[config.mk]
export PLATFORM = sky130hd
export DESIGN_NAME = rv_execute
export DESIGN_NICKNAME = d
export VERILOG_FILES = /design/src/rv_isa_pkg.sv /design/src/rv_core_pkg.sv /design/src/rv_execute.sv
export SDC_FILE = /design/constraint.sdc
export NUM_CORES = 2
export LEC_CHECK = 0
export BUFFER_PORTS_ARGS = -buffer_cell sky130_fd_sc_hd__buf_2
export CAP_MARGIN = 20
export CORE_MARGIN = 2
export CORE_UTILIZATION = 60
export DETAILED_ROUTE_END_ITERATION = 10
export PLACE_DENSITY_LB_ADDON = 0.25
export SETUP_SLACK_MARGIN = 0.4
export SYNTH_ARGS = -nofsm -noshare
export SYNTH_HDL_FRONTEND = slang
export SYNTH_SLANG_ARGS = --single-unit
export TNS_END_PERCENT = 30
[constraint.sdc]
create_clock -name vclk -period 21.3
set_clock_uncertainty 0.1 [all_clocks]
set_input_delay 4.26 -clock vclk [all_inputs]
set_output_delay 4.26 -clock vclk [all_outputs]
set_load 0.01 [all_outputs]
[src/rv_isa_pkg.sv]
package rv_isa_pkg;

    localparam int ILEN = 32;

    localparam int OPCODE_W   = 7;
    localparam int FUNCT3_W   = 3;
    localparam int FUNCT7_W   = 7;
    localparam int REG_ADDR_W = 5;

    localparam int RD_BASE     = 7;
    localparam int FUNCT3_BASE = 12;
    localparam int RS1_BASE    = 15;
    localparam int RS2_BASE    = 20;
    localparam int FUNCT7_BASE = 25;

    localparam logic [ILEN-1:0] EBREAK_INST = 32'h0010_0073;

    localparam logic [FUNCT7_W-1:0] F7_BASE = 7'b0000000;
    localparam logic [FUNCT7_W-1:0] F7_ALT  = 7'b0100000;  // sub / sra

    typedef enum logic [OPCODE_W-1:0] {
        OPC_OP        = 7'b0110011,
        OPC_OP_IMM    = 7'b0010011,
        OPC_OP_32     = 7'b0111011,
        OPC_OP_IMM_32 = 7'b0011011,
        OPC_LUI       = 7'b0110111,
        OPC_AUIPC     = 7'b0010111,
        OPC_JAL       = 7'b1101111,
        OPC_JALR      = 7'b1100111,
        OPC_BRANCH    = 7'b1100011
    } opcode_e;

    typedef enum logic [FUNCT3_W-1:0] {
        F3_ADD  = 3'b000,
        F3_SLL  = 3'b001,
        F3_SLT  = 3'b010,
        F3_SLTU = 3'b011,
        F3_XOR  = 3'b100,
        F3_SR   = 3'b101,  // srl and sra
        F3_OR   = 3'b110,
        F3_AND  = 3'b111
    } alu_f3_e;

    typedef enum logic [FUNCT3_W-1:0] {
        F3_BEQ  = 3'b000,
        F3_BNE  = 3'b001,
        F3_BLT  = 3'b100,
        F3_BGE  = 3'b101,
        F3_BLTU = 3'b110,
        F3_BGEU = 3'b111
    } branch_f3_e;

endpackage
[src/rv_core_pkg.sv]
package rv_core_pkg;

    import rv_isa_pkg::*;

    localparam int XLEN     = 64;
    localparam int WORD_W   = 32;
    localparam int IMM_W    = 32;
    localparam int NUM_REGS = 32;
    localparam int SHAMT_W  = 6;

    typedef logic [ILEN-1:0]       inst_t;
    typedef logic [REG_ADDR_W-1:0] reg_addr_t;

    typedef enum logic [3:0] {
        ALU_ADD,
        ALU_SUB,
        ALU_SLL,
        ALU_SLT,
        ALU_SLTU,
        ALU_XOR,
        ALU_SRL,
        ALU_SRA,
        ALU_OR,
        ALU_AND,
        ALU_BEQ,
        ALU_BNE,
        ALU_BLT,
        ALU_BGE,
        ALU_BLTU,
        ALU_BGEU
    } alu_op_e;

    typedef enum logic [1:0] {
        SRC_A_RS1,
        SRC_A_ZERO,
        SRC_A_PC
    } src_a_e;

    typedef enum logic [1:0] {
        SRC_B_RS2,
        SRC_B_IMM
    } src_b_e;

    typedef enum logic [1:0] {
        TRAP_NONE,
        TRAP_ILLEGAL,
        TRAP_EBREAK
    } trap_e;

    typedef struct packed {
        logic             valid;
        logic [XLEN-1:0]  pc;
        inst_t            inst;
        reg_addr_t        rs1;
        reg_addr_t        rs2;
        reg_addr_t        rd;
        logic [IMM_W-1:0] imm;      // sign extended in execute
        alu_op_e          alu_op;
        src_a_e           src_a;
        src_b_e           src_b;
        logic             word_op;
        logic             reg_wen;
        logic             is_branch;
        logic             is_jump;
        logic             is_jalr;
        trap_e            trap;
    } decoded_t;

    typedef struct packed {
        logic            valid;
        logic [XLEN-1:0] pc;
        inst_t           inst;
        reg_addr_t       rd;
        logic            reg_wen;
        logic            word_op;
        logic [XLEN-1:0] value;
        logic            redirect;
        logic [XLEN-1:0] target;
        trap_e           trap;
    } exec_result_t;

endpackage

[src/rv_execute.sv]
`timescale 1ns/10ps

module rv_execute import rv_core_pkg::*; (
    input  decoded_t        dec,
    output reg_addr_t       rs1_addr,
    output reg_addr_t       rs2_addr,
    input  logic [XLEN-1:0] rs1_data,
    input  logic [XLEN-1:0] rs2_data,
    output exec_result_t    exe
);

    logic [XLEN-1:0]    imm;
    logic [XLEN-1:0]    op_a;
    logic [XLEN-1:0]    op_b;
    logic [XLEN-1:0]    srl_in;
    logic [XLEN-1:0]    sra_in;
    logic [SHAMT_W-1:0] shamt;
    logic [XLEN-1:0]    alu_out;

    assign rs1_addr = dec.rs1;
    assign rs2_addr = dec.rs2;

    assign imm = {{(XLEN-IMM_W){dec.imm[IMM_W-1]}}, dec.imm};

    always_comb begin
        case (dec.src_a)
            SRC_A_PC:   op_a = dec.pc;
            SRC_A_ZERO: op_a = '0;
            default:    op_a = rs1_data;
        endcase
    end

    assign op_b = (dec.src_b == SRC_B_IMM) ? imm : rs2_data;

    // word ops shift by 5 bits of the low half
    assign shamt  = dec.word_op ? SHAMT_W'(op_b[SHAMT_W-2:0]) : op_b[SHAMT_W-1:0];
    assign srl_in = dec.word_op ? {{(XLEN-WORD_W){1'b0}}, op_a[WORD_W-1:0]} : op_a;
    assign sra_in = dec.word_op ? {{(XLEN-WORD_W){op_a[WORD_W-1]}}, op_a[WORD_W-1:0]}
                                : op_a;

    always_comb begin
        case (dec.alu_op)
            ALU_ADD:  alu_out = op_a + op_b;
            ALU_SUB:  alu_out = op_a - op_b;
            ALU_SLL:  alu_out = op_a << shamt;
            ALU_SLT:  alu_out = XLEN'($signed(op_a) < $signed(op_b));
            ALU_SLTU: alu_out = XLEN'(op_a < op_b);
            ALU_XOR:  alu_out = op_a ^ op_b;
            ALU_SRL:  alu_out = srl_in >> shamt;
            ALU_SRA:  alu_out = $signed(sra_in) >>> shamt;
            ALU_OR:   alu_out = op_a | op_b;
            ALU_AND:  alu_out = op_a & op_b;
            ALU_BEQ:  alu_out = XLEN'(op_a == op_b);
            ALU_BNE:  alu_out = XLEN'(op_a != op_b);
            ALU_BLT:  alu_out = XLEN'($signed(op_a) < $signed(op_b));
            ALU_BGE:  alu_out = XLEN'($signed(op_a) >= $signed(op_b));
            ALU_BLTU: alu_out = XLEN'(op_a < op_b);
            ALU_BGEU: alu_out = XLEN'(op_a >= op_b);
            default:  alu_out = '0;
        endcase
    end

    always_comb begin
        exe.valid    = dec.valid;
        exe.pc       = dec.pc;
        exe.inst     = dec.inst;
        exe.rd       = dec.rd;
        exe.reg_wen  = dec.reg_wen;
        exe.word_op  = dec.word_op;
        exe.value    = dec.is_jump ? dec.pc + XLEN'(4) : alu_out;  // link value
        exe.redirect = dec.is_jump || (dec.is_branch && alu_out[0]);
        exe.target   = dec.is_jalr ? {alu_out[XLEN-1:1], 1'b0} : dec.pc + imm;
        exe.trap     = dec.trap;
    end

endmodule

==> impl_metrics.yaml, run 1 <==
yosys:
  syn-num-nets: 5213
  synth_top_area_frac: 0.1088
  synth_top_cell_by_area: "ha_1"
  syn_inst: 4665
  ys_top_cells_by_area: "ha_1 (11%), mux2i_1 (9.8%), nand2_1 (7.5%)"
  yosysWarningCount: 0
  syn-cell-area_sq_mm: 0.02968
  syn_area_per_cell_sq_um: 6.362
  synth_cell_type_count: 96
  ys_seq_area_frac: 0
global_routing:
  overflow: 35
  grt_pass1_wl_um: 277200
  grt_max_degree: 131
  grtUsageTotal: 0.7319
  grt_pass1_vias: 40390
floorplan:
  die_h_um: 226.4
  start_util: 0.6076
  rows: 81
  die_w_um: 226.4
  io_pins: 532
placement:
  placed_area_sq_mm: 0.03111
  place_ws_ns: 5.916
  port-buffer-count: 430
  dp_hpwl_um: 143800
  place_congestion: 1.296
run_status:
  lastStage: "global routing (5_1_grt)"
  error_message: "[ERROR GRT-0116] Global routing finished with congestion. Check the congestion regions in the DRC Viewer."
  outcome: "aborted with a tool error"
clocking:
  ctsResizeCount: 0
  hold_buffers: 0
  cts_setup_buffers: 0
==> per-layer routing <==
| layer | track usage | overflow |
|---|---|---|
| met5 | 0.1906 | 0 |
| met2 | 0.9077 | 17 |
| met4 | 0.7258 | 18 |
| met3 | 0.5246 | 0 |
| met1 | 0.7637 | 0 |
==> cells by family after synthesis <==
logic type                 count (synthesis)  share of synthesized area
AOI/OAI and AO/OA                       1635                     0.3704
and+or+nand+nor                         1596                     0.2381
buffers and inverters                    669                     0.1068
muxes                                    368                     0.1338
adders and majority gates                261                     0.1108
xor gates and xnor gates                 136                    0.04013
==> cells in the mapped netlist (34+ instances only) <==
master	n
a211oi_1	102
a21o_1	86
a21oi_1	410
a221oi_1	81
a22o_1	54
a31oi_1	55
and3_1	36
buf_2	83
buf_4	139
clkbuf_1	200
ha_1	258
inv_1	206
mux2_2	60
mux2i_1	291
nand2_1	597
nand3_1	91
nand4_1	39
nor2_1	507
nor2b_1	41
nor3_1	107
nor4_1	39
o211ai_1	89
o21ai_0	299
o21bai_1	49
o221ai_1	34
o22ai_1	41
o31ai_1	43
xnor2_1	86
xor2_1	50
==> through the flow <==
step | instances | utilization
floorplan | 4665 | -
global placement | 5390 | 0.6367
detailed placement | 5392 | 0.6370
CTS | 5392 | 0.6370
==> inputs of run 2 (changes only) <==
--- a/config.mk
+++ b/config.mk
@@ -8,10 +8,9 @@
 export BUFFER_PORTS_ARGS = -buffer_cell sky130_fd_sc_hd__buf_2
 export CAP_MARGIN = 20
 export CORE_MARGIN = 2
-export CORE_UTILIZATION = 60
+export CORE_UTILIZATION = 40
 export DETAILED_ROUTE_END_ITERATION = 10
-export PLACE_DENSITY_LB_ADDON = 0.25
-export SETUP_SLACK_MARGIN = 0.4
+export PLACE_DENSITY_LB_ADDON = 0.15
 export SYNTH_ARGS = -nofsm -noshare
 export SYNTH_HDL_FRONTEND = slang
 export SYNTH_SLANG_ARGS = --single-unit
==> run 2 against run 1 <==
  * Synthesized cell count stayed put
  * The flow now finishes without violations
  * Synthesized area stayed put
==> impl_metrics.yaml, run 2 <==
run_status:
  outcome: "finished clean"
global_routing:
  grt_antenna_before_repair: 18
  grt_use_met3: 0.1662
  grt_max_degree: 78
  met2_usage: 0.7762
  grt_pass1_wl_um: 297400
  overflow: 0
  met1_usage: 0.6171
  grt_pass1_vias: 37940
  top_usage_layer: "met2"
  grtUsageTotal: 0.5382
timing:
  rsz0062_at_grt: "false"
  setup_violations: 0
  fmax_ghz: 0.06104
  tns_ns: 0
  holdWs_ns: 8.420
  layout_min_cycle_time_ns: 16.38
  relSlewSlack: 0.09276
  layout_worst_path_cycle_share: 0.7691
  worst_slew_pin_slew_ns: 1.361
  report.final.hold_viol_count: 0
  setup_ws_ns: 4.918
  drv_slew: 0
yosys:
  synth_top_family_by_area: "compound AO/OA/AOI/OAI gates"
  syn_inst: 4665
  synth_top_cell_by_area: "ha_1"
  synth_common_cells: "nand2_1 (597), nor2_1 (507), a21oi_1 (410)"
  synth-simple-area-share: 0.2381
  synth_top_area_frac: 0.1088
  syn-num-nets: 5213
  synth_cell_type_count: 96
  muxShareOfSynthArea: 0.1338
  yosysWarningCount: 0
  ys_seq_area_frac: 0
  synth_compound_area_frac: 0.3704
  syn_area_per_cell_sq_um: 6.362
  synthAdderAreaFrac: 0.1108
  synthXorXnorAreaFrac: 0.04013
  yosysMostFrequentCell: "nand2_1"
  syn-cell-area_sq_mm: 0.02968
  ys_top_cells_by_area: "ha_1 (11%), mux2i_1 (9.8%), nand2_1 (7.5%)"
setup_path:
  crit_type: "in -> out"
  critPathMaxFanout: 77
  crit_path_start_kind: "primary input"
  critPathCaptureType: "output pin"
  arrival_ns: 12.02
  cp.required_ns: 16.94
run:
  max-cap-violations: 0
floorplan:
  rows: 99
  die_h_um: 276.4
  die_area_sq_mm: 0.07640
  io_pins: 532
  start_util: 0.4054
  die_w_um: 276.4
  core_sq_mm: 0.07321
route:
  wl_um: 218100
  drt-initial-drc-count: 6217
  dr_total_vias: 41440
  detail_route.vias_per_cell: 7.229
  antenna_left: 0
  wl_per_cell_um: 38.05
  route.detailed.drc: 0
  dr.pass1.iters: 10
placement:
  port-buffer-count: 430
  placed_area_sq_mm: 0.03175
  dp_hpwl_um: 176100
  place_ws_ns: 5.398
  place_congestion: 1.163
final_layout:
  seqCellArea_sq_um: 0
  syn2layout_area_growth_pct: 7.247
  nFillCells: 8041
  n_sequential_cell: 0
  mostFrequentLayoutCells: "nand2_1 (594), nor2_1 (501), buf_2 (430), a21oi_1 (409), o21ai_0 (298)"
  finish.instance_area_sq_mm: 0.03183
  clock_buffers: 0
  final_common_cell: "nand2_1"
  drive_above_1_share: 0.1509
  nets: 5316
clocking:
  ctsResizeCount: 0
  cts_setup_buffers: 0
  hold_buffers: 0
hold_path:
  hp-class: "in -> out"
run 2: cell counts after synthesis:
Identical to the previous run, type by type.
run 2: cells by family after synthesis:
group	after synthesis
compound gates	1635
simple gates	1596
buf+inv	669
mux	368
fa+ha+maj	261
xor+xnor	136
run 2: per-layer routing:
metal,up-vias,wire [um],part of all wire
met4,14,27500,0.13
met5,-,99,0.00045
met1,19550,76620,0.35
met3,985,27020,0.12
met2,3528,86900,0.40
li1,17370,-,-
run 2: worst max-delay path, cell delays in order:
cell	delay [ns]
buf_2	0.10
ha_2	0.30
buf_4	0.68
nor2b_4	0.05
buf_4	0.41
a22oi_1	0.41
buf_4	0.23
inv_1	0.07
ha_1	0.53
inv_1	0.23
nand3_1	0.33
o21ai_0	0.15
a21oi_1	0.44
a21oi_1	0.20
o21ai_0	0.66
a21oi_1	0.46
nor3_1	0.94
a21oi_1	0.47
o21ai_0	0.27
and4b_1	0.38
nor2_1	0.12
buf_2	0.16
run 2: final cells by class:
type,instances,area (sq um),area share
well taps,959,1200,0.03770
repair buffers,558,3129,0.09831
diodes,8,20.02,0.0006289
multi-input cells,3996,26680,0.8380
inverters,212,807.0,0.02535
run 2: metrics by stage:
| stage | utilization | std cells |
|---|---|---|
| 2_1_floorplan | - | 4665 |
| 3_3_place_gp | 0.4334 | 5716 |
| 3_5_place_dp | 0.4337 | 5718 |
| 5_1_grt | 0.4346 | 5726 |
| 6_report | 0.4348 | 5733 |
| 4_1_cts | 0.4337 | 5718 |
run 2: path summary, 6_finish.rpt:
| path | slack [ns] | to | startpoint | cells after the start |
|---|---|---|---|---|
| hold / removal | 8.42 | exe[133] | dec[47] | 0 |
| setup / recovery | 4.92 | exe[67] | dec[10] | 22 |
