File: src/rv_isa_pkg.sv
package rv_isa_pkg;

    localparam int ILEN = 32;

    localparam int OPCODE_W   = 7;
    localparam int FUNCT3_W   = 3;
    localparam int FUNCT7_W   = 7;
    localparam int REG_ADDR_W = 5;

    localparam int RD_BASE     = 7;
    localparam int FUNCT3_BASE = 12;
    localparam int RS1_BASE    = 15;
    localparam int RS2_BASE    = 20;
    localparam int FUNCT7_BASE = 25;

    localparam logic [ILEN-1:0] EBREAK_INST = 32'h0010_0073;

    localparam logic [FUNCT7_W-1:0] F7_BASE = 7'b0000000;
    localparam logic [FUNCT7_W-1:0] F7_ALT  = 7'b0100000;  // sub / sra

    typedef enum logic [OPCODE_W-1:0] {
        OPC_OP        = 7'b0110011,
        OPC_OP_IMM    = 7'b0010011,
        OPC_OP_32     = 7'b0111011,
        OPC_OP_IMM_32 = 7'b0011011,
        OPC_LUI       = 7'b0110111,
        OPC_AUIPC     = 7'b0010111,
        OPC_JAL       = 7'b1101111,
        OPC_JALR      = 7'b1100111,
        OPC_BRANCH    = 7'b1100011
    } opcode_e;

    typedef enum logic [FUNCT3_W-1:0] {
        F3_ADD  = 3'b000,
        F3_SLL  = 3'b001,
        F3_SLT  = 3'b010,
        F3_SLTU = 3'b011,
        F3_XOR  = 3'b100,
        F3_SR   = 3'b101,  // srl and sra
        F3_OR   = 3'b110,
        F3_AND  = 3'b111
    } alu_f3_e;

    typedef enum logic [FUNCT3_W-1:0] {
        F3_BEQ  = 3'b000,
        F3_BNE  = 3'b001,
        F3_BLT  = 3'b100,
        F3_BGE  = 3'b101,
        F3_BLTU = 3'b110,
        F3_BGEU = 3'b111
    } branch_f3_e;

endpackage
File: src/rv_core_pkg.sv
package rv_core_pkg;

    import rv_isa_pkg::*;

    localparam int XLEN     = 64;
    localparam int WORD_W   = 32;
    localparam int IMM_W    = 32;
    localparam int NUM_REGS = 32;
    localparam int SHAMT_W  = 6;

    typedef logic [ILEN-1:0]       inst_t;
    typedef logic [REG_ADDR_W-1:0] reg_addr_t;

    typedef enum logic [3:0] {
        ALU_ADD,
        ALU_SUB,
        ALU_SLL,
        ALU_SLT,
        ALU_SLTU,
        ALU_XOR,
        ALU_SRL,
        ALU_SRA,
        ALU_OR,
        ALU_AND,
        ALU_BEQ,
        ALU_BNE,
        ALU_BLT,
        ALU_BGE,
        ALU_BLTU,
        ALU_BGEU
    } alu_op_e;

    typedef enum logic [1:0] {
        SRC_A_RS1,
        SRC_A_ZERO,
        SRC_A_PC
    } src_a_e;

    typedef enum logic [1:0] {
        SRC_B_RS2,
        SRC_B_IMM
    } src_b_e;

    typedef enum logic [1:0] {
        TRAP_NONE,
        TRAP_ILLEGAL,
        TRAP_EBREAK
    } trap_e;

    typedef struct packed {
        logic             valid;
        logic [XLEN-1:0]  pc;
        inst_t            inst;
        reg_addr_t        rs1;
        reg_addr_t        rs2;
        reg_addr_t        rd;
        logic [IMM_W-1:0] imm;      // sign extended in execute
        alu_op_e          alu_op;
        src_a_e           src_a;
        src_b_e           src_b;
        logic             word_op;
        logic             reg_wen;
        logic             is_branch;
        logic             is_jump;
        logic             is_jalr;
        trap_e            trap;
    } decoded_t;

    typedef struct packed {
        logic            valid;
        logic [XLEN-1:0] pc;
        inst_t           inst;
        reg_addr_t       rd;
        logic            reg_wen;
        logic            word_op;
        logic [XLEN-1:0] value;
        logic            redirect;
        logic [XLEN-1:0] target;
        trap_e           trap;
    } exec_result_t;

endpackage

File: src/rv_result.sv
`timescale 1ns/10ps

module rv_result import rv_core_pkg::*; (
    input  logic            clk,
    input  logic            reset,
    input  exec_result_t    exe,
    input  reg_addr_t       rs1_addr,
    input  reg_addr_t       rs2_addr,
    output logic [XLEN-1:0] rs1_data,
    output logic [XLEN-1:0] rs2_data,
    output logic            wb_valid,
    output reg_addr_t       wb_rd,
    output logic [XLEN-1:0] wb_data,
    output logic            redirect_valid,
    output logic [XLEN-1:0] redirect_pc,
    output logic            trap_valid,
    output trap_e           trap_cause,
    output logic [XLEN-1:0] trap_pc
);

    logic [XLEN-1:0] regs [NUM_REGS];
    logic [XLEN-1:0] wr_data;
    logic            wr_en;

    assign wr_data = exe.word_op ? {{(XLEN-WORD_W){exe.value[WORD_W-1]}},
                                    exe.value[WORD_W-1:0]} : exe.value;
    assign wr_en   = exe.valid && exe.reg_wen && (exe.rd != '0);  // x0 never written

    // prior write lands at the edge that loads the reader
    assign rs1_data = regs[rs1_addr];
    assign rs2_data = regs[rs2_addr];

    always_ff @(posedge clk) begin
        if (reset) begin
            for (int i = 0; i < NUM_REGS; i++)
                regs[i] <= '0;
        end else if (wr_en) begin
            regs[exe.rd] <= wr_data;
        end
    end

    always_ff @(posedge clk) begin
        if (reset) begin
            wb_valid       <= 1'b0;
            redirect_valid <= 1'b0;
            trap_valid     <= 1'b0;
            trap_cause     <= TRAP_NONE;
        end else begin
            wb_valid       <= wr_en;
            redirect_valid <= exe.valid && exe.redirect;
            trap_valid     <= exe.valid && (exe.trap != TRAP_NONE);
            trap_cause     <= exe.trap;
        end
    end

    always_ff @(posedge clk) begin
        wb_rd       <= exe.rd;
        wb_data     <= wr_data;
        redirect_pc <= exe.target;
        trap_pc     <= exe.pc;
    end

endmodule

File: config.mk
export PLATFORM = sky130hd
export DESIGN_NAME = rv_result
export DESIGN_NICKNAME = d
export VERILOG_FILES = /design/src/rv_isa_pkg.sv /design/src/rv_core_pkg.sv /design/src/rv_result.sv
export SDC_FILE = /design/constraint.sdc
export NUM_CORES = 2
export LEC_CHECK = 0
export BUFFER_PORTS_ARGS = -buffer_cell sky130_fd_sc_hd__buf_2
export CAP_MARGIN = 25
export CELL_PAD_IN_SITES_DETAIL_PLACEMENT = 0
export CELL_PAD_IN_SITES_GLOBAL_PLACEMENT = 1
export CORE_MARGIN = 3
export CORE_UTILIZATION = 47
export CTS_CLUSTER_DIAMETER = 100
export DETAILED_ROUTE_END_ITERATION = 6
export GPL_TIMING_DRIVEN = 0
export PLACE_DENSITY_LB_ADDON = 0.1
export REMOVE_ABC_BUFFERS = 1
export SYNTH_ARGS = -nofsm -noshare
export SYNTH_HDL_FRONTEND = slang
export SYNTH_SLANG_ARGS = --single-unit
File: constraint.sdc
create_clock -name clk -period 3.12 [get_ports clk]
set_clock_uncertainty 0.2 [all_clocks]
set_input_delay 0.312 -clock clk [delete_from_list [all_inputs] [get_ports clk]]
set_output_delay 0.312 -clock clk [all_outputs]
set_load 0.005 [all_outputs]
Yosys cells after proc, flatten, opt, wreduce, memory -nomap -nowiden
Memory sizes are Yosys's and may differ from the RTL's.
Cells that the tools add are included.
{"block": "classes", "add_sub_neg": 0, "multipliers": 0, "div_mod_pow": 0, "magnitude_cmp": 0, "n_eq_ne": 0, "n_shift": 0, "muxes": 9, "n_bitwise": 0, "n_reduce_logical": 7}
{"operator": "$mux 64", "n": 2}
{"operator": "$reduce_or 64->1", "n": 1}
{"operator": "$mux 1", "n": 6}
{"operator": "$mux 5", "n": 1}
{"operator": "$reduce_bool 5->1", "n": 1}
{"operator": "$logic_and 1x1->1", "n": 4}
{"operator": "$reduce_bool 2->1", "n": 1}
{"block": "word_totals", "register_bits": 202, "latch_bits": 0, "mem_bits_rw": 2048, "mem_bits_ro": 0, "in_bits": 247, "output_inout_bits": 330, "word_cells": 25, "mem_count": 1}
{"name": "regs", "depth": 32, "word_bits": 64, "read_ports": 2, "rd_ports_with_merged_regs": 0, "write_ports": 32, "line": "rv_result.sv:21", "rtl": "logic [XLEN-1:0] regs [NUM_REGS];"}

Longest topological paths before layout
{"block": "depth", "depth_word": 7, "depth_mapped": 9, "depth_no_buf": 5}

Least setup slack after synthesis
OpenSTA, ideal clock, no wires.
{"block": "synth_timing", "path_kind": "input-to-reg", "from": "input port exe[134] (netlist name)", "to": "memory regs[1][0], enable pin", "setup_ps": 433, "t_arrival_ps": 2647, "required_ps": 2487, "slack_ps": -160, "stages": 6, "n_path_buf": 2, "path_cell_list": "and2b_1 -> and3_1 -> buf_2 -> buf_2 -> nand2_1 -> nand2b_1"}
{"element": "start, declared", "line": "rv_result.sv:6", "rtl": "input exec_result_t exe,"}
{"element": "end, declared", "line": "rv_result.sv:21"}

Worst setup path in the final report
{"block": "layout_timing", "from": "input port rs1_addr[3]", "to": "output port rs1_data[57]"}
{"block": "layout_between", "elab_chain_cells": 1}
{"element": "start, declared", "line": "rv_result.sv:7", "rtl": "input reg_addr_t rs1_addr,"}
{"element": "$mem_v2 32x64"}
{"element": "end, declared", "line": "rv_result.sv:9", "rtl": "output logic [XLEN-1:0] rs1_data,"}
No other way between the ends.

==> impl_metrics.yaml <==
logic_synthesis:
  yosys.area_share.simple: 0.110
  muxShareOfSynthArea: 0.210
  synth_xor_area_frac: 0
  synth.distinct_cells: 53
  ys_ff_latch: 2250
  synthCells: 7281
  synthFlopType: "edfxtp_1"
  yosysWarnings: 0
  synthAdderAreaFrac: 0
  ys_seq_area_frac: 0.601
  synth.area.top_cells: "edfxtp_1, mux4_2, and3_1, dfxtp_1, nor2_1"
  netlist_area_um2: 109000
  ys_async_sr_fraction: 0
  synth_edf_count: 2048
  synth_top_area_frac: 0.564
  yosys.area.top_type: "edfxtp_1"
  synth.avg_cell_area_um2: 15.0
  synth_compound_area_frac: 0.0390
  synth_top_family_by_area: "multiplexers"
placement:
  placed_cell_area_um2: 118000
  dp.cells: 10282
  io_buffers: 544
  pre_cts_ws_ns: -1.94
  place.gp.congestion: 0.784
  dpl.hpwl_um: 243000
timing:
  max_clock_freq_mhz: 298
  worst_slew_pin_slew_ns: 1.05
  finalSetupTns_ns: -2.05
  finalSetupViolations: 62
  slew_headroom: 0.294
  fin_crit_ns: 3.36
  maxSlewViolCount: 0
  setup_slack_ns: -0.237
  hold_viol: 0
  fin_crit_sh: 1.08
  hold_ws_ns: 0.0485
  grt_setup_unrepaired: "yes"
critical_path:
  critPathArrivalTime_ns: 2.85
  cp.required_ns: 2.61
  cp_max_fo: 29
  max_stage_delay_ns: 0.80
  path_depth: 7
  startpoint_type: "input pin"
  path_cells: "buf_4 > buf_12 > nand2b_2 > nor2_2 > a22oi_2 > nand4_1 > buf_2"
  crit_path_start: "rs1_addr[3]"
  cp_num_buf_inv: 3
  cpLargestDelayFamily: "simple AND/OR/NAND/NOR gates"
  worst_setup_path_end_kind: "output port"
  endpoint: "rs1_data[57]"
  cpMaxStageDelayCell: "nor2_2"
  path_class: "in -> out"
min_path:
  holdCritPathClass: "in -> reg"
power:
  pwr-share-seq: 0.466
  netSwitchingFraction: 0.251
  p_switching_mw: 18.9
  irDropWorstVdd_mv: 0.477
  pwr-share-clk: 0.403
  p_leak_nw: 51.3
  p_int_mw: 56.6
  power_density_nw_per_um2: 563
  p_comb_frac: 0.131
detailed_routing:
  drc: 0
  antenna_left: 0
  viasPerCell: 6.94
  routed_wl_um: 453000
  drt_iter0_markers: 12641
  num_vias: 78527
  wl_per_cell_um: 40.0
  firstDrtPassIters: 6
die:
  initial_core_util: 0.474
  die_h_um: 488
  coreArea_um2: 230000
  dieArea_um2: 238000
  chipWidth_um: 488
  ios: 577
  core.rowCount: 176
global_route:
  grt_pass1_wl_um: 614000
  grt_pass1_vias: 77253
  antenna_found_initial: 26
  grt_util_all_layers: 0.374
  grt_max_degree: 80
  gr-total-overflow: 0
finish:
  syn_to_final_growth_pct: 23.0
  fin_cells: 11313
  drive_gt1_frac: 0.305
  mostFrequentLayoutCell: "edfxtp_1"
  fin_nets: 8329
  final_cell_mix: "edfxtp_1, nor2_1, and3_1"
  design_area_um2: 134000
clocking:
  cts_sinks: 2250
  cts_tree: "built"
  numCtsBuffers: 275
  cts_root_buffer: "clkbuf_16"
  htree_levels: 5
  clk_pin_slew_ns: 0.06
  clock_path_buffers: 4
run:
  cap_violations: 0
status:
  outcome: "finished with violations"
  violations: "setup timing"
[flip-flops by register name, indices dropped and copies added, names as in the netlist]
register	cells
redirect_valid	1
regs	2048
wb_rd	5
trap_valid	1
wb_valid	1
wb_data	64
redirect_pc	64
trap_pc	64
trap_cause	2
[routing by layer]
metal | GRT usage | vias up | wire [um]
met4 | 0.189 | 12 | 27000
li1 | - | 30452 | -
met1 | 0.497 | 40694 | 162000
met3 | 0.0992 | 1289 | 59100
met2 | 0.571 | 6080 | 204000
met5 | 0 | - | 458
[metrics by stage]
| stage | power, mW | util |
|---|---|---|
| after floorplan | 39.5 | - |
| after global placement | 45.3 | 0.485 |
| after detailed placement | 44.3 | 0.512 |
| after CTS | 75.4 | 0.580 |
| after global routing | 77.4 | 0.583 |
| final | 75.6 | 0.583 |
[kinds of logic (layout without fill, tap and decap cells)]
logic type | Yosys count | count (layout)
compound gates | 630 | 630
buf+inv | 905 | 1819
flops | 2250 | 2250
mux | 1160 | 1160
other cells | 1 | 78
simple gates | 2335 | 2350
[cells in the mapped netlist, types with 2 or more instances]
| cell | instances |
|---|---|
| mux2_2 | 27 |
| edfxtp_1 | 2048 |
| o211ai_1 | 11 |
| a31oi_1 | 5 |
| or2_2 | 4 |
| nand3b_1 | 3 |
| nand2b_1 | 54 |
| nor3_2 | 13 |
| a22oi_1 | 73 |
| nor2_2 | 2 |
| a221oi_2 | 11 |
| nor2_1 | 1014 |
| nor3b_2 | 2 |
| o221a_2 | 12 |
| buf_1 | 11 |
| a211oi_1 | 30 |
| a2111oi_0 | 4 |
| inv_1 | 33 |
| dfxtp_1 | 202 |
| a22o_1 | 18 |
| or3_1 | 3 |
| mux4_2 | 904 |
| clkbuf_1 | 553 |
| nor3_1 | 13 |
| buf_2 | 165 |
| nor4_1 | 101 |
| a221oi_1 | 7 |
| and3_1 | 965 |
| nor2b_1 | 27 |
| a21oi_1 | 56 |
| clkbuf_2 | 10 |
| and2_1 | 43 |
| nand3_1 | 16 |
| nand4_1 | 11 |
| mux2i_1 | 229 |
| o22ai_1 | 400 |
| and2b_1 | 3 |
| nand2_1 | 54 |
| buf_6 | 43 |
| buf_4 | 82 |
| buf_8 | 7 |
[how the worst min path moves through the flow]
stage / slack (ns) / from / endpoint / depth (start not counted)
after floorplan: 0.14 / exe[2] / redirect_pc[0] / 0
after global placement: 0.21 / exe[60] / redirect_pc[58] / 1
after detailed placement: 0.22 / exe[227] / trap_pc[57] / 1
after CTS: 0.001 / exe[136] / regs[16][11] / 4
after global routing: 0.06 / exe[132] / regs[6][0] / 4
final: 0.05 / exe[136] / regs[19][0] / 4
[power by group through the flow]
stage | Clock, mW | Sequential (mW) | Combinational (mW)
4_1_cts | 30.6 | 35.2 | 9.60
6_report | 30.4 | 35.3 | 9.91
3_3_place_gp | 0 | 36.0 | 9.28
5_1_grt | 31.8 | 35.4 | 10.2
2_1_floorplan | 0 | 35.6 | 3.91
3_5_place_dp | 0 | 35.8 | 8.43
[what timing repair did]
action | in CTS | in global routing
buffers inserted | 80 | 19
endpoints found under the hold margin | 2218 | 7
hold buffers | 373 | 1
endpoints found under the setup margin | 1601 | 215
cloned | 66 | 9
pin swaps | 38 | 22
gates resized for setup | 148 | 59
[final cells by class]
| class | instances | area, um2 |
|---|---|---|
| clock inverters | 91 | 688 |
| repair buffers | 1318 | 15000 |
| diodes | 14 | 35.0 |
| fillers | 17754 | 96100 |
| clock buffers | 377 | 7600 |
| multi-input cells | 4204 | 41400 |
| inverters | 33 | 126 |
| well taps | 3026 | 3790 |
| flip-flops and latches | 2250 | 65500 |
Power figures use the tool's default switching activity.
