## config.mk

```make
export PLATFORM = sky130hd
export DESIGN_NAME = rv_decode
export DESIGN_NICKNAME = d
export VERILOG_FILES = /design/src/rv_isa_pkg.sv /design/src/rv_core_pkg.sv /design/src/rv_decode.sv
export SDC_FILE = /design/constraint.sdc
export NUM_CORES = 1
export LEC_CHECK = 0
export BUFFER_PORTS_ARGS = -buffer_cell sky130_fd_sc_hd__buf_2
export CAP_MARGIN = 20
export CORE_MARGIN = 2
export CORE_UTILIZATION = 45
export CTS_BUF_LIST = sky130_fd_sc_hd__clkbuf_2 sky130_fd_sc_hd__clkbuf_4 sky130_fd_sc_hd__clkbuf_8
export DETAILED_ROUTE_END_ITERATION = 16
export PLACE_DENSITY = 0.9
export SKIP_LAST_GASP = 1
export SLEW_MARGIN = 20
export SYNTH_ARGS = -nofsm -noshare
export SYNTH_HDL_FRONTEND = slang
export SYNTH_SLANG_ARGS = --single-unit
```

## constraint.sdc

```tcl
create_clock -name clk -period 1.9 [get_ports clk]
set_clock_uncertainty 0.05 [all_clocks]
set_input_delay 0.095 -clock clk [delete_from_list [all_inputs] [get_ports clk]]
set_output_delay 0.095 -clock clk [all_outputs]
set_load 0.01 [all_outputs]
```

## src/rv_isa_pkg.sv

```systemverilog
package rv_isa_pkg;

    localparam int ILEN = 32;

    localparam int OPCODE_W   = 7;
    localparam int FUNCT3_W   = 3;
    localparam int FUNCT7_W   = 7;
    localparam int REG_ADDR_W = 5;

    localparam int RD_BASE     = 7;
    localparam int FUNCT3_BASE = 12;
    localparam int RS1_BASE    = 15;
    localparam int RS2_BASE    = 20;
    localparam int FUNCT7_BASE = 25;

    localparam logic [ILEN-1:0] EBREAK_INST = 32'h0010_0073;

    localparam logic [FUNCT7_W-1:0] F7_BASE = 7'b0000000;
    localparam logic [FUNCT7_W-1:0] F7_ALT  = 7'b0100000;  // sub / sra

    typedef enum logic [OPCODE_W-1:0] {
        OPC_OP        = 7'b0110011,
        OPC_OP_IMM    = 7'b0010011,
        OPC_OP_32     = 7'b0111011,
        OPC_OP_IMM_32 = 7'b0011011,
        OPC_LUI       = 7'b0110111,
        OPC_AUIPC     = 7'b0010111,
        OPC_JAL       = 7'b1101111,
        OPC_JALR      = 7'b1100111,
        OPC_BRANCH    = 7'b1100011
    } opcode_e;

    typedef enum logic [FUNCT3_W-1:0] {
        F3_ADD  = 3'b000,
        F3_SLL  = 3'b001,
        F3_SLT  = 3'b010,
        F3_SLTU = 3'b011,
        F3_XOR  = 3'b100,
        F3_SR   = 3'b101,  // srl and sra
        F3_OR   = 3'b110,
        F3_AND  = 3'b111
    } alu_f3_e;

    typedef enum logic [FUNCT3_W-1:0] {
        F3_BEQ  = 3'b000,
        F3_BNE  = 3'b001,
        F3_BLT  = 3'b100,
        F3_BGE  = 3'b101,
        F3_BLTU = 3'b110,
        F3_BGEU = 3'b111
    } branch_f3_e;

endpackage
```

## src/rv_core_pkg.sv

```systemverilog
package rv_core_pkg;

    import rv_isa_pkg::*;

    localparam int XLEN     = 64;
    localparam int WORD_W   = 32;
    localparam int IMM_W    = 32;
    localparam int NUM_REGS = 32;
    localparam int SHAMT_W  = 6;

    typedef logic [ILEN-1:0]       inst_t;
    typedef logic [REG_ADDR_W-1:0] reg_addr_t;

    typedef enum logic [3:0] {
        ALU_ADD,
        ALU_SUB,
        ALU_SLL,
        ALU_SLT,
        ALU_SLTU,
        ALU_XOR,
        ALU_SRL,
        ALU_SRA,
        ALU_OR,
        ALU_AND,
        ALU_BEQ,
        ALU_BNE,
        ALU_BLT,
        ALU_BGE,
        ALU_BLTU,
        ALU_BGEU
    } alu_op_e;

    typedef enum logic [1:0] {
        SRC_A_RS1,
        SRC_A_ZERO,
        SRC_A_PC
    } src_a_e;

    typedef enum logic [1:0] {
        SRC_B_RS2,
        SRC_B_IMM
    } src_b_e;

    typedef enum logic [1:0] {
        TRAP_NONE,
        TRAP_ILLEGAL,
        TRAP_EBREAK
    } trap_e;

    typedef struct packed {
        logic             valid;
        logic [XLEN-1:0]  pc;
        inst_t            inst;
        reg_addr_t        rs1;
        reg_addr_t        rs2;
        reg_addr_t        rd;
        logic [IMM_W-1:0] imm;      // sign extended in execute
        alu_op_e          alu_op;
        src_a_e           src_a;
        src_b_e           src_b;
        logic             word_op;
        logic             reg_wen;
        logic             is_branch;
        logic             is_jump;
        logic             is_jalr;
        trap_e            trap;
    } decoded_t;

    typedef struct packed {
        logic            valid;
        logic [XLEN-1:0] pc;
        inst_t           inst;
        reg_addr_t       rd;
        logic            reg_wen;
        logic            word_op;
        logic [XLEN-1:0] value;
        logic            redirect;
        logic [XLEN-1:0] target;
        trap_e           trap;
    } exec_result_t;

endpackage

```

## src/rv_decode.sv

```systemverilog
`timescale 1ns/10ps

module rv_decode import rv_isa_pkg::*, rv_core_pkg::*; (
    input  logic            clk,
    input  logic            reset,
    input  logic            inst_valid,
    input  logic [ILEN-1:0] inst,
    input  logic [XLEN-1:0] pc,
    output decoded_t        dec
);

    opcode_e             opcode;
    logic [FUNCT3_W-1:0] funct3;
    logic [FUNCT7_W-1:0] funct7;
    logic [IMM_W-1:0]    imm_i;
    logic [IMM_W-1:0]    imm_u;
    logic [IMM_W-1:0]    imm_j;
    logic [IMM_W-1:0]    imm_b;
    logic                illegal;
    decoded_t            dec_next;

    function automatic alu_op_e arith_op(input logic [FUNCT3_W-1:0] f3, input logic alt);
        alu_op_e op;
        case (alu_f3_e'(f3))
            F3_ADD:  op = alt ? ALU_SUB : ALU_ADD;
            F3_SLL:  op = ALU_SLL;
            F3_SLT:  op = ALU_SLT;
            F3_SLTU: op = ALU_SLTU;
            F3_XOR:  op = ALU_XOR;
            F3_SR:   op = alt ? ALU_SRA : ALU_SRL;
            F3_OR:   op = ALU_OR;
            default: op = ALU_AND;
        endcase
        return op;
    endfunction

    assign opcode = opcode_e'(inst[OPCODE_W-1:0]);
    assign funct3 = inst[FUNCT3_BASE +: FUNCT3_W];
    assign funct7 = inst[FUNCT7_BASE +: FUNCT7_W];

    assign imm_i = {{20{inst[31]}}, inst[31:20]};
    assign imm_u = {inst[31:12], 12'b0};
    assign imm_j = {{12{inst[31]}}, inst[19:12], inst[20], inst[30:21], 1'b0};
    assign imm_b = {{20{inst[31]}}, inst[7], inst[30:25], inst[11:8], 1'b0};

    always_comb begin
        dec_next        = '0;
        dec_next.valid  = inst_valid;
        dec_next.pc     = pc;
        dec_next.inst   = inst;
        dec_next.rs1    = inst[RS1_BASE +: REG_ADDR_W];
        dec_next.rs2    = inst[RS2_BASE +: REG_ADDR_W];
        dec_next.rd     = inst[RD_BASE +: REG_ADDR_W];
        dec_next.imm    = imm_i;
        dec_next.alu_op = ALU_ADD;
        dec_next.src_a  = SRC_A_RS1;
        dec_next.src_b  = SRC_B_RS2;
        dec_next.trap   = TRAP_NONE;
        illegal         = 1'b0;
        case (opcode)
            OPC_OP, OPC_OP_32: begin
                dec_next.reg_wen = 1'b1;
                dec_next.word_op = (opcode == OPC_OP_32);
                dec_next.alu_op  = arith_op(funct3, funct7 == F7_ALT);
                if (funct7 == F7_ALT)
                    illegal = !(funct3 inside {F3_ADD, F3_SR});
                else
                    illegal = (funct7 != F7_BASE);  // mul/div end up here
                if (dec_next.word_op && !(funct3 inside {F3_ADD, F3_SLL, F3_SR}))
                    illegal = 1'b1;
            end
            OPC_OP_IMM: begin
                dec_next.reg_wen = 1'b1;
                dec_next.src_b   = SRC_B_IMM;
                dec_next.alu_op  = arith_op(funct3, funct3 == F3_SR && funct7[5]);
                // 6-bit shamt leaves funct6 in the top bits
                if (funct3 == F3_SLL)
                    illegal = (funct7[FUNCT7_W-1:1] != F7_BASE[FUNCT7_W-1:1]);
                else if (funct3 == F3_SR)
                    illegal = (funct7[FUNCT7_W-1:1] != F7_BASE[FUNCT7_W-1:1])
                           && (funct7[FUNCT7_W-1:1] != F7_ALT[FUNCT7_W-1:1]);
            end
            OPC_OP_IMM_32: begin
                dec_next.reg_wen = 1'b1;
                dec_next.word_op = 1'b1;
                dec_next.src_b   = SRC_B_IMM;
                dec_next.alu_op  = arith_op(funct3, funct3 == F3_SR && funct7 == F7_ALT);
                case (funct3)
                    F3_ADD:  illegal = 1'b0;
                    F3_SLL:  illegal = (funct7 != F7_BASE);
                    F3_SR:   illegal = (funct7 != F7_BASE) && (funct7 != F7_ALT);
                    default: illegal = 1'b1;
                endcase
            end
            OPC_LUI: begin
                dec_next.reg_wen = 1'b1;
                dec_next.imm     = imm_u;
                dec_next.src_a   = SRC_A_ZERO;
                dec_next.src_b   = SRC_B_IMM;
            end
            OPC_AUIPC: begin
                dec_next.reg_wen = 1'b1;
                dec_next.imm     = imm_u;
                dec_next.src_a   = SRC_A_PC;
                dec_next.src_b   = SRC_B_IMM;
            end
            OPC_JAL: begin
                dec_next.reg_wen = 1'b1;
                dec_next.is_jump = 1'b1;
                dec_next.imm     = imm_j;
            end
            OPC_JALR: begin
                dec_next.reg_wen = 1'b1;
                dec_next.is_jump = 1'b1;
                dec_next.is_jalr = 1'b1;
                dec_next.src_b   = SRC_B_IMM;  // rs1 + imm through the alu
                illegal          = (funct3 != '0);
            end
            OPC_BRANCH: begin
                dec_next.is_branch = 1'b1;
                dec_next.imm       = imm_b;
                case (branch_f3_e'(funct3))
                    F3_BEQ:  dec_next.alu_op = ALU_BEQ;
                    F3_BNE:  dec_next.alu_op = ALU_BNE;
                    F3_BLT:  dec_next.alu_op = ALU_BLT;
                    F3_BGE:  dec_next.alu_op = ALU_BGE;
                    F3_BLTU: dec_next.alu_op = ALU_BLTU;
                    F3_BGEU: dec_next.alu_op = ALU_BGEU;
                    default: illegal = 1'b1;
                endcase
            end
            default: begin
                if (inst == EBREAK_INST)
                    dec_next.trap = TRAP_EBREAK;
                else
                    illegal = 1'b1;
            end
        endcase
        if (illegal)
            dec_next.trap = TRAP_ILLEGAL;
        if (dec_next.trap != TRAP_NONE) begin  // no side effects on a trap
            dec_next.reg_wen   = 1'b0;
            dec_next.is_branch = 1'b0;
            dec_next.is_jump   = 1'b0;
            dec_next.is_jalr   = 1'b0;
        end
    end

    always_ff @(posedge clk) begin
        if (reset)
            dec <= '0;
        else
            dec <= dec_next;
    end

endmodule

```

* Word-level counts from Yosys, hierarchy flattened
Index checks and enable logic that the tools add are counted.
Word-level totals: input bits 99, output and inout port bits 159, word-level logic and storage cells 89, register bits 159
Cells by class: equality and inequality tests 20, reduce and logical (&&, ||, !) cells 23, mux-type cells 30
Operator list (count):
- $pmux W31 S3 | 1
- $pmux W4 S7 | 3
- $eq A32 B21 Y1 const B | 1
- $eq A7 B6 Y1 const B | 4
- $pmux W4 S6 | 1
- $eq A7 B5 Y1 const B | 3
- $eq A7 B7 Y1 const B | 3
- $mux W1 | 17
- $pmux W4 S4 | 1
- $eq A3 B3 Y1 const B | 4
- $reduce_or A9 Y1 | 1
- $reduce_or A2 Y1 | 4
- $reduce_or A8 Y1 | 1
- $ne A7 B6 Y1 const B | 1
- $reduce_bool A7 Y1 | 1
- $eq A3 B2 Y1 const B | 2
- $mux W2 | 3
- $ne A6 B5 Y1 const B | 1
- $pmux W1 S6 | 1
- $reduce_bool A3 Y1 | 2
- $reduce_bool A6 Y1 | 1
- $reduce_or A6 Y1 | 1
- $logic_and A1 B1 Y1 | 5
- $reduce_or A5 Y1 | 1
- other kinds (8) | 10

* Logic depth before layout (Yosys ltp)
depth after elaboration 9, mapped depth 7, mapped depth without buffers 5

* Worst setup path after synthesis
OpenSTA, ideal clock, no wires.
path type input to register, from in inst[31], to reg dec[5] (netlist bit), data required time 1.777 ns, arrival time 1.469 ns, stages 5, buffers on the path 0, path slack 0.308 ns, setup time 0.073 ns, path through or4_4 -> nor3b_2 -> o2bb2ai_1 -> or4_4 -> nor3b_2
Between the ends: word-level cells in the longest chain between the ends 8, elaborated cells on any way between the ends 20, classes of those cells 4 x eq/ne; 10 x mux; 6 x reduce/logical
RTL lines:
- from (decl) | line rv_decode.sv:7 | input logic [ILEN-1:0] inst,
- $ne A6 B5 Y1 or $reduce_bool A6 Y1 (tied branches) | line rv_decode.sv:81, rv_decode.sv:78, rv_decode.sv:80
- $logic_and A1 B1 Y1 | line rv_decode.sv:81 | && (funct7[FUNCT7_W-1:1] != F7_ALT[FUNCT7_W-1:1]);
- $mux W1 | line rv_decode.sv:79 | else if (funct3 == F3_SR)
- $mux W1 | line rv_decode.sv:77 | if (funct3 == F3_SLL)
- $pmux W1 S6 | line rv_decode.sv:60 | case (opcode)
- $mux W2 (*) | line rv_decode.sv:139 | if (illegal)
- $reduce_bool A2 Y1 (*) | line rv_decode.sv:141 | if (dec_next.trap != TRAP_NONE) begin
- $reduce_or A2 Y1 (no line) (*)
- to (signal assigned) | line rv_decode.sv:153 | dec <= dec_next;
- to (decl) | line rv_decode.sv:9 | output decoded_t dec
Mark *: on every way between the ends. The rest lies on a longest branch, timed or not. A chain may end at the register's enable or synchronous reset.

* Worst setup path after layout
from in inst[28], to reg dec[5] (netlist bit)
Same word-level chain as after synthesis.

==> results list <==
* Run status: finished, final reports clean
- Leading area contributor after synthesis: sky130_fd_sc_hd__dfxtp_1
- In this design, the largest share of critical-path delay is due to simple AND/OR/NAND/NOR gates.
- Number of buffers between clock root and the deepest sink: 2
- Yosys mapped a number of flops with a built-in enable equal to 0.
- Buffers inserted during clock tree synthesis total 17.
* Static leakage: 3.580 nW
- Using the TritonRoute via totals, the vias-per-cell ratio works out to 4.844.
* Worst-path clk slew: 0.08 ns
- Total Power Consumption: 6.650 mW
- In this run the most critical hold path is launched from inst[29].
* Commonest cells in the synthesized netlist: sky130_fd_sc_hd__dfxtp_1 (142), sky130_fd_sc_hd__nor2b_1 (91), sky130_fd_sc_hd__nor2_1 (33)
- Critical path's largest stage delay: 0.57 ns
- The first global-routing pass estimated 24.92 mm of wire.
- Post-synthesis sequential element count: 142
* Number of DRC violations after detailed routing: 0
- Slowest stage cell, crit path: sky130_fd_sc_hd__dlygate4sd3_1
- In the final routed layout, each cell accounts on average for 17.61 µm.
- Placed wire-length estimate after detailed placement: 9.701 mm
* Final wirelength: 16.19 mm
- Mapped Nets: 527
- Setup violators final: 0
* Most numerous cell in the Yosys netlist: sky130_fd_sc_hd__dfxtp_1
* Vertical die dimension: 104.2 µm
* Setup WS pre-CTS: 0.04725 ns
- Worst setup path start: inst[28]
* Top flip-flop cell by instance count after synthesis: sky130_fd_sc_hd__dfxtp_1
- Routability Congestion: 0.9571
- Critical Path, Cell by Cell: dlygate4sd3_1 > or4_4 > nor3b_4 > o2bb2ai_2 > or4_4 > nor3b_2
- Max Freq: 533.9 MHz
- Count of nets left with antenna violations after detail routing: 0
- The worst setup path is launched from an input port.
* Most frequent CP cell: sky130_fd_sc_hd__or4_4
- Fraction of the yosys area taken by sequential cells: 62.88%
- Fraction of post-synthesis cell area in the top cell type by area: 62.88%
- The worst path needs 1.873 ns of the cycle, external delays included.
- The final number of hold-violating endpoints is 0.
* Cell at the root of the clock tree: sky130_fd_sc_hd__clkbuf_8
- For this design, the sink count on the clock tree is 142.
- Data arrives at the worst endpoint at 2.19 ns.
- Largest Register: dec
- Combined area of all synthesized cells: 0.004521 mm²
- CTS built an H-tree with a depth of 4.
* Total iterations of the first detailed-routing run: 4
- Post-CTS timing repair inserted 0 buffers for setup.
* Rows: 36
- Number of global-route vias before repair: 4715
- STA classifies the critical path endpoint as a flop.
* Critical path class: input port to flop
- Total global routing overflow: 0
* Async S/R FF share, synth: 0%
- The core region is 0.009774 mm².
- For this run, the number of Yosys warnings is 0.
- After synthesis, the netlist uses 38 different library cells.
* Number of antenna violations at the first check in global routing: 1
- TritonCTS built the clock tree.
- The first routing iteration left 211 violations.
- From synthesis to final layout, the design area changed by 61.22%.
* Maximum fanout count along the critical path: 4
* Total number of vias: 4452
- The register with the most flip-flops in the layout has 142 of them.
- IR analysis of the VDD net gives a maximum drop of 0.6222 mV.
- Cells after synthesis: 428
- Number of buffer and inverter stages on the critical path: 1
- Headroom to the max-slew limit came out at 54.40%.
- Fraction of layout cells with a size suffix above 1: 39.03%
* Final period utilization: 98.58%
- Data on the critical path is required at its endpoint by 2.22 ns.
- Registers with the highest flip-flop counts: dec (142)
- 258 I/O pins were placed.
* Hold crit path type: input port to flop
- Setup slack of the critical path after layout: 0.02705 ns
* Total power divided by cell area: 912.4 mW/mm²
* Total die area: 0.01086 mm²
- Final count of pins violating max slew: 0
- Slew of the pin with the lowest slew margin: 0.6840 ns
- After the last flow step, the layout net total stands at 871.
- Max-capacitance violation count: 0
* Initial core utilization: 46.25%
* Mean cell area of the mapped netlist: 10.56 µm²
- Die X: 104.2 µm
- In the global route stage, overall resource usage came out at 29.89%.
* Setup repair after global routing missed its margin: yes
* Number of buffers inserted by port buffering: 256
- Entering global routing, the biggest net connects 69 pins.
- Synth top area cells: sky130_fd_sc_hd__dfxtp_1 (63%), sky130_fd_sc_hd__nor2b_1 (13%), sky130_fd_sc_hd__buf_4 (2.8%), sky130_fd_sc_hd__nor2_1 (2.7%), sky130_fd_sc_hd__nand2b_1 (1.8%)
-- cells in the final DEF, fill, tap and decap left out, types with 2 or more instances in the layout --
| cell | n |
|---|---|
| sky130_fd_sc_hd__inv_1 | 10 |
| sky130_fd_sc_hd__nor3_1 | 7 |
| sky130_fd_sc_hd__clkinv_4 | 2 |
| sky130_fd_sc_hd__o22ai_1 | 2 |
| sky130_fd_sc_hd__o211ai_1 | 2 |
| sky130_fd_sc_hd__dfxtp_1 | 142 |
| sky130_fd_sc_hd__clkbuf_8 | 18 |
| sky130_fd_sc_hd__nor2_1 | 32 |
| sky130_fd_sc_hd__nand4_1 | 4 |
| sky130_fd_sc_hd__nor2b_1 | 91 |
| sky130_fd_sc_hd__nand4b_1 | 2 |
| sky130_fd_sc_hd__nor4_1 | 5 |
| sky130_fd_sc_hd__or4_4 | 2 |
| sky130_fd_sc_hd__a21o_1 | 8 |
| sky130_fd_sc_hd__or3_1 | 2 |
| sky130_fd_sc_hd__buf_2 | 253 |
| sky130_fd_sc_hd__a221oi_1 | 2 |
| sky130_fd_sc_hd__a211oi_1 | 5 |
| sky130_fd_sc_hd__and2_1 | 3 |
| sky130_fd_sc_hd__buf_4 | 13 |
| sky130_fd_sc_hd__nand2_1 | 7 |
| sky130_fd_sc_hd__clkinvlp_4 | 3 |
| sky130_fd_sc_hd__o21ai_0 | 12 |
| sky130_fd_sc_hd__bufinv_16 | 4 |
| sky130_fd_sc_hd__a21oi_1 | 12 |
| sky130_fd_sc_hd__nand3_1 | 4 |
| sky130_fd_sc_hd__diode_2 | 2 |
| sky130_fd_sc_hd__dlygate4sd3_1 | 98 |
| sky130_fd_sc_hd__a22oi_1 | 6 |
| sky130_fd_sc_hd__nand2b_1 | 13 |
-- cells by family (layout without fill, tap and decap cells) --
kind of cell,Yosys count,after routing,share of synthesized area [%]
AOI/OAI and AO/OA,54,54,7.750
buffers and inverters,49,405,5.646
DFF,142,142,62.88
other,1,3,0.08295
and+or+nand+nor,182,182,23.64
-- final timing paths --
| check | slack (ns) | cells past startpoint | end |
|---|---|---|---|
| max | 0.03 | 6 | dec[5] |
| min | 0.14 | 5 | dec[1] |
-- routing by layer --
| layer | track usage [%] | vias up | wire length (µm) |
|---|---|---|---|
| met5 | 0 | - | 0 |
| met4 | 16.70 | 0 | 675 |
| met3 | 8.709 | 56 | 1101 |
| met2 | 55.69 | 234 | 8675 |
| met1 | 29.44 | 2087 | 5733 |
| li1 | - | 2075 | - |
-- cell type report --
cell class | count | area, µm²
clock buffers | 19 | 255.2
inverters | 10 | 37.54
repair buffers | 364 | 2345
fillers | 645 | 2486
multi-input cells | 237 | 1451
flip-flops and latches | 142 | 2843
diodes | 2 | 5.005
clock inverters | 12 | 185.2
well taps | 133 | 166.4
-- through the flow --
stage                     utilization [%]  setup TNS (ns)  instance area (µm²)  std cells  hold WS [ns]
after global routing                74.54        -0.01883                 7286        918        0.1506
after CTS                           74.37               0                 7269        919        0.1126
after global placement              59.83               0                 5848        790        0.2531
after detailed placement            59.83               0                 5848        790        0.2566
final                               74.56               0                 7288        919        0.1440
after floorplan                         -               0                 4521        428        0.1554
-- what timing repair did --
| action | CTS | global route |
|---|---|---|
| hold endpoints to repair | 129 | 0 |
| resized for setup | 0 | 4 |
| hold buffers | 98 | 0 |
| endpoints found under the setup margin | 0 | 10 |
-- power by group --
| part | switching, mW | internal (mW) |
|---|---|---|
| clock | 1.16 | 1.49 |
| sequential | 0.0496 | 3.13 |
| combinational | 0.409 | 0.416 |
Power figures use the tool's default switching activity.
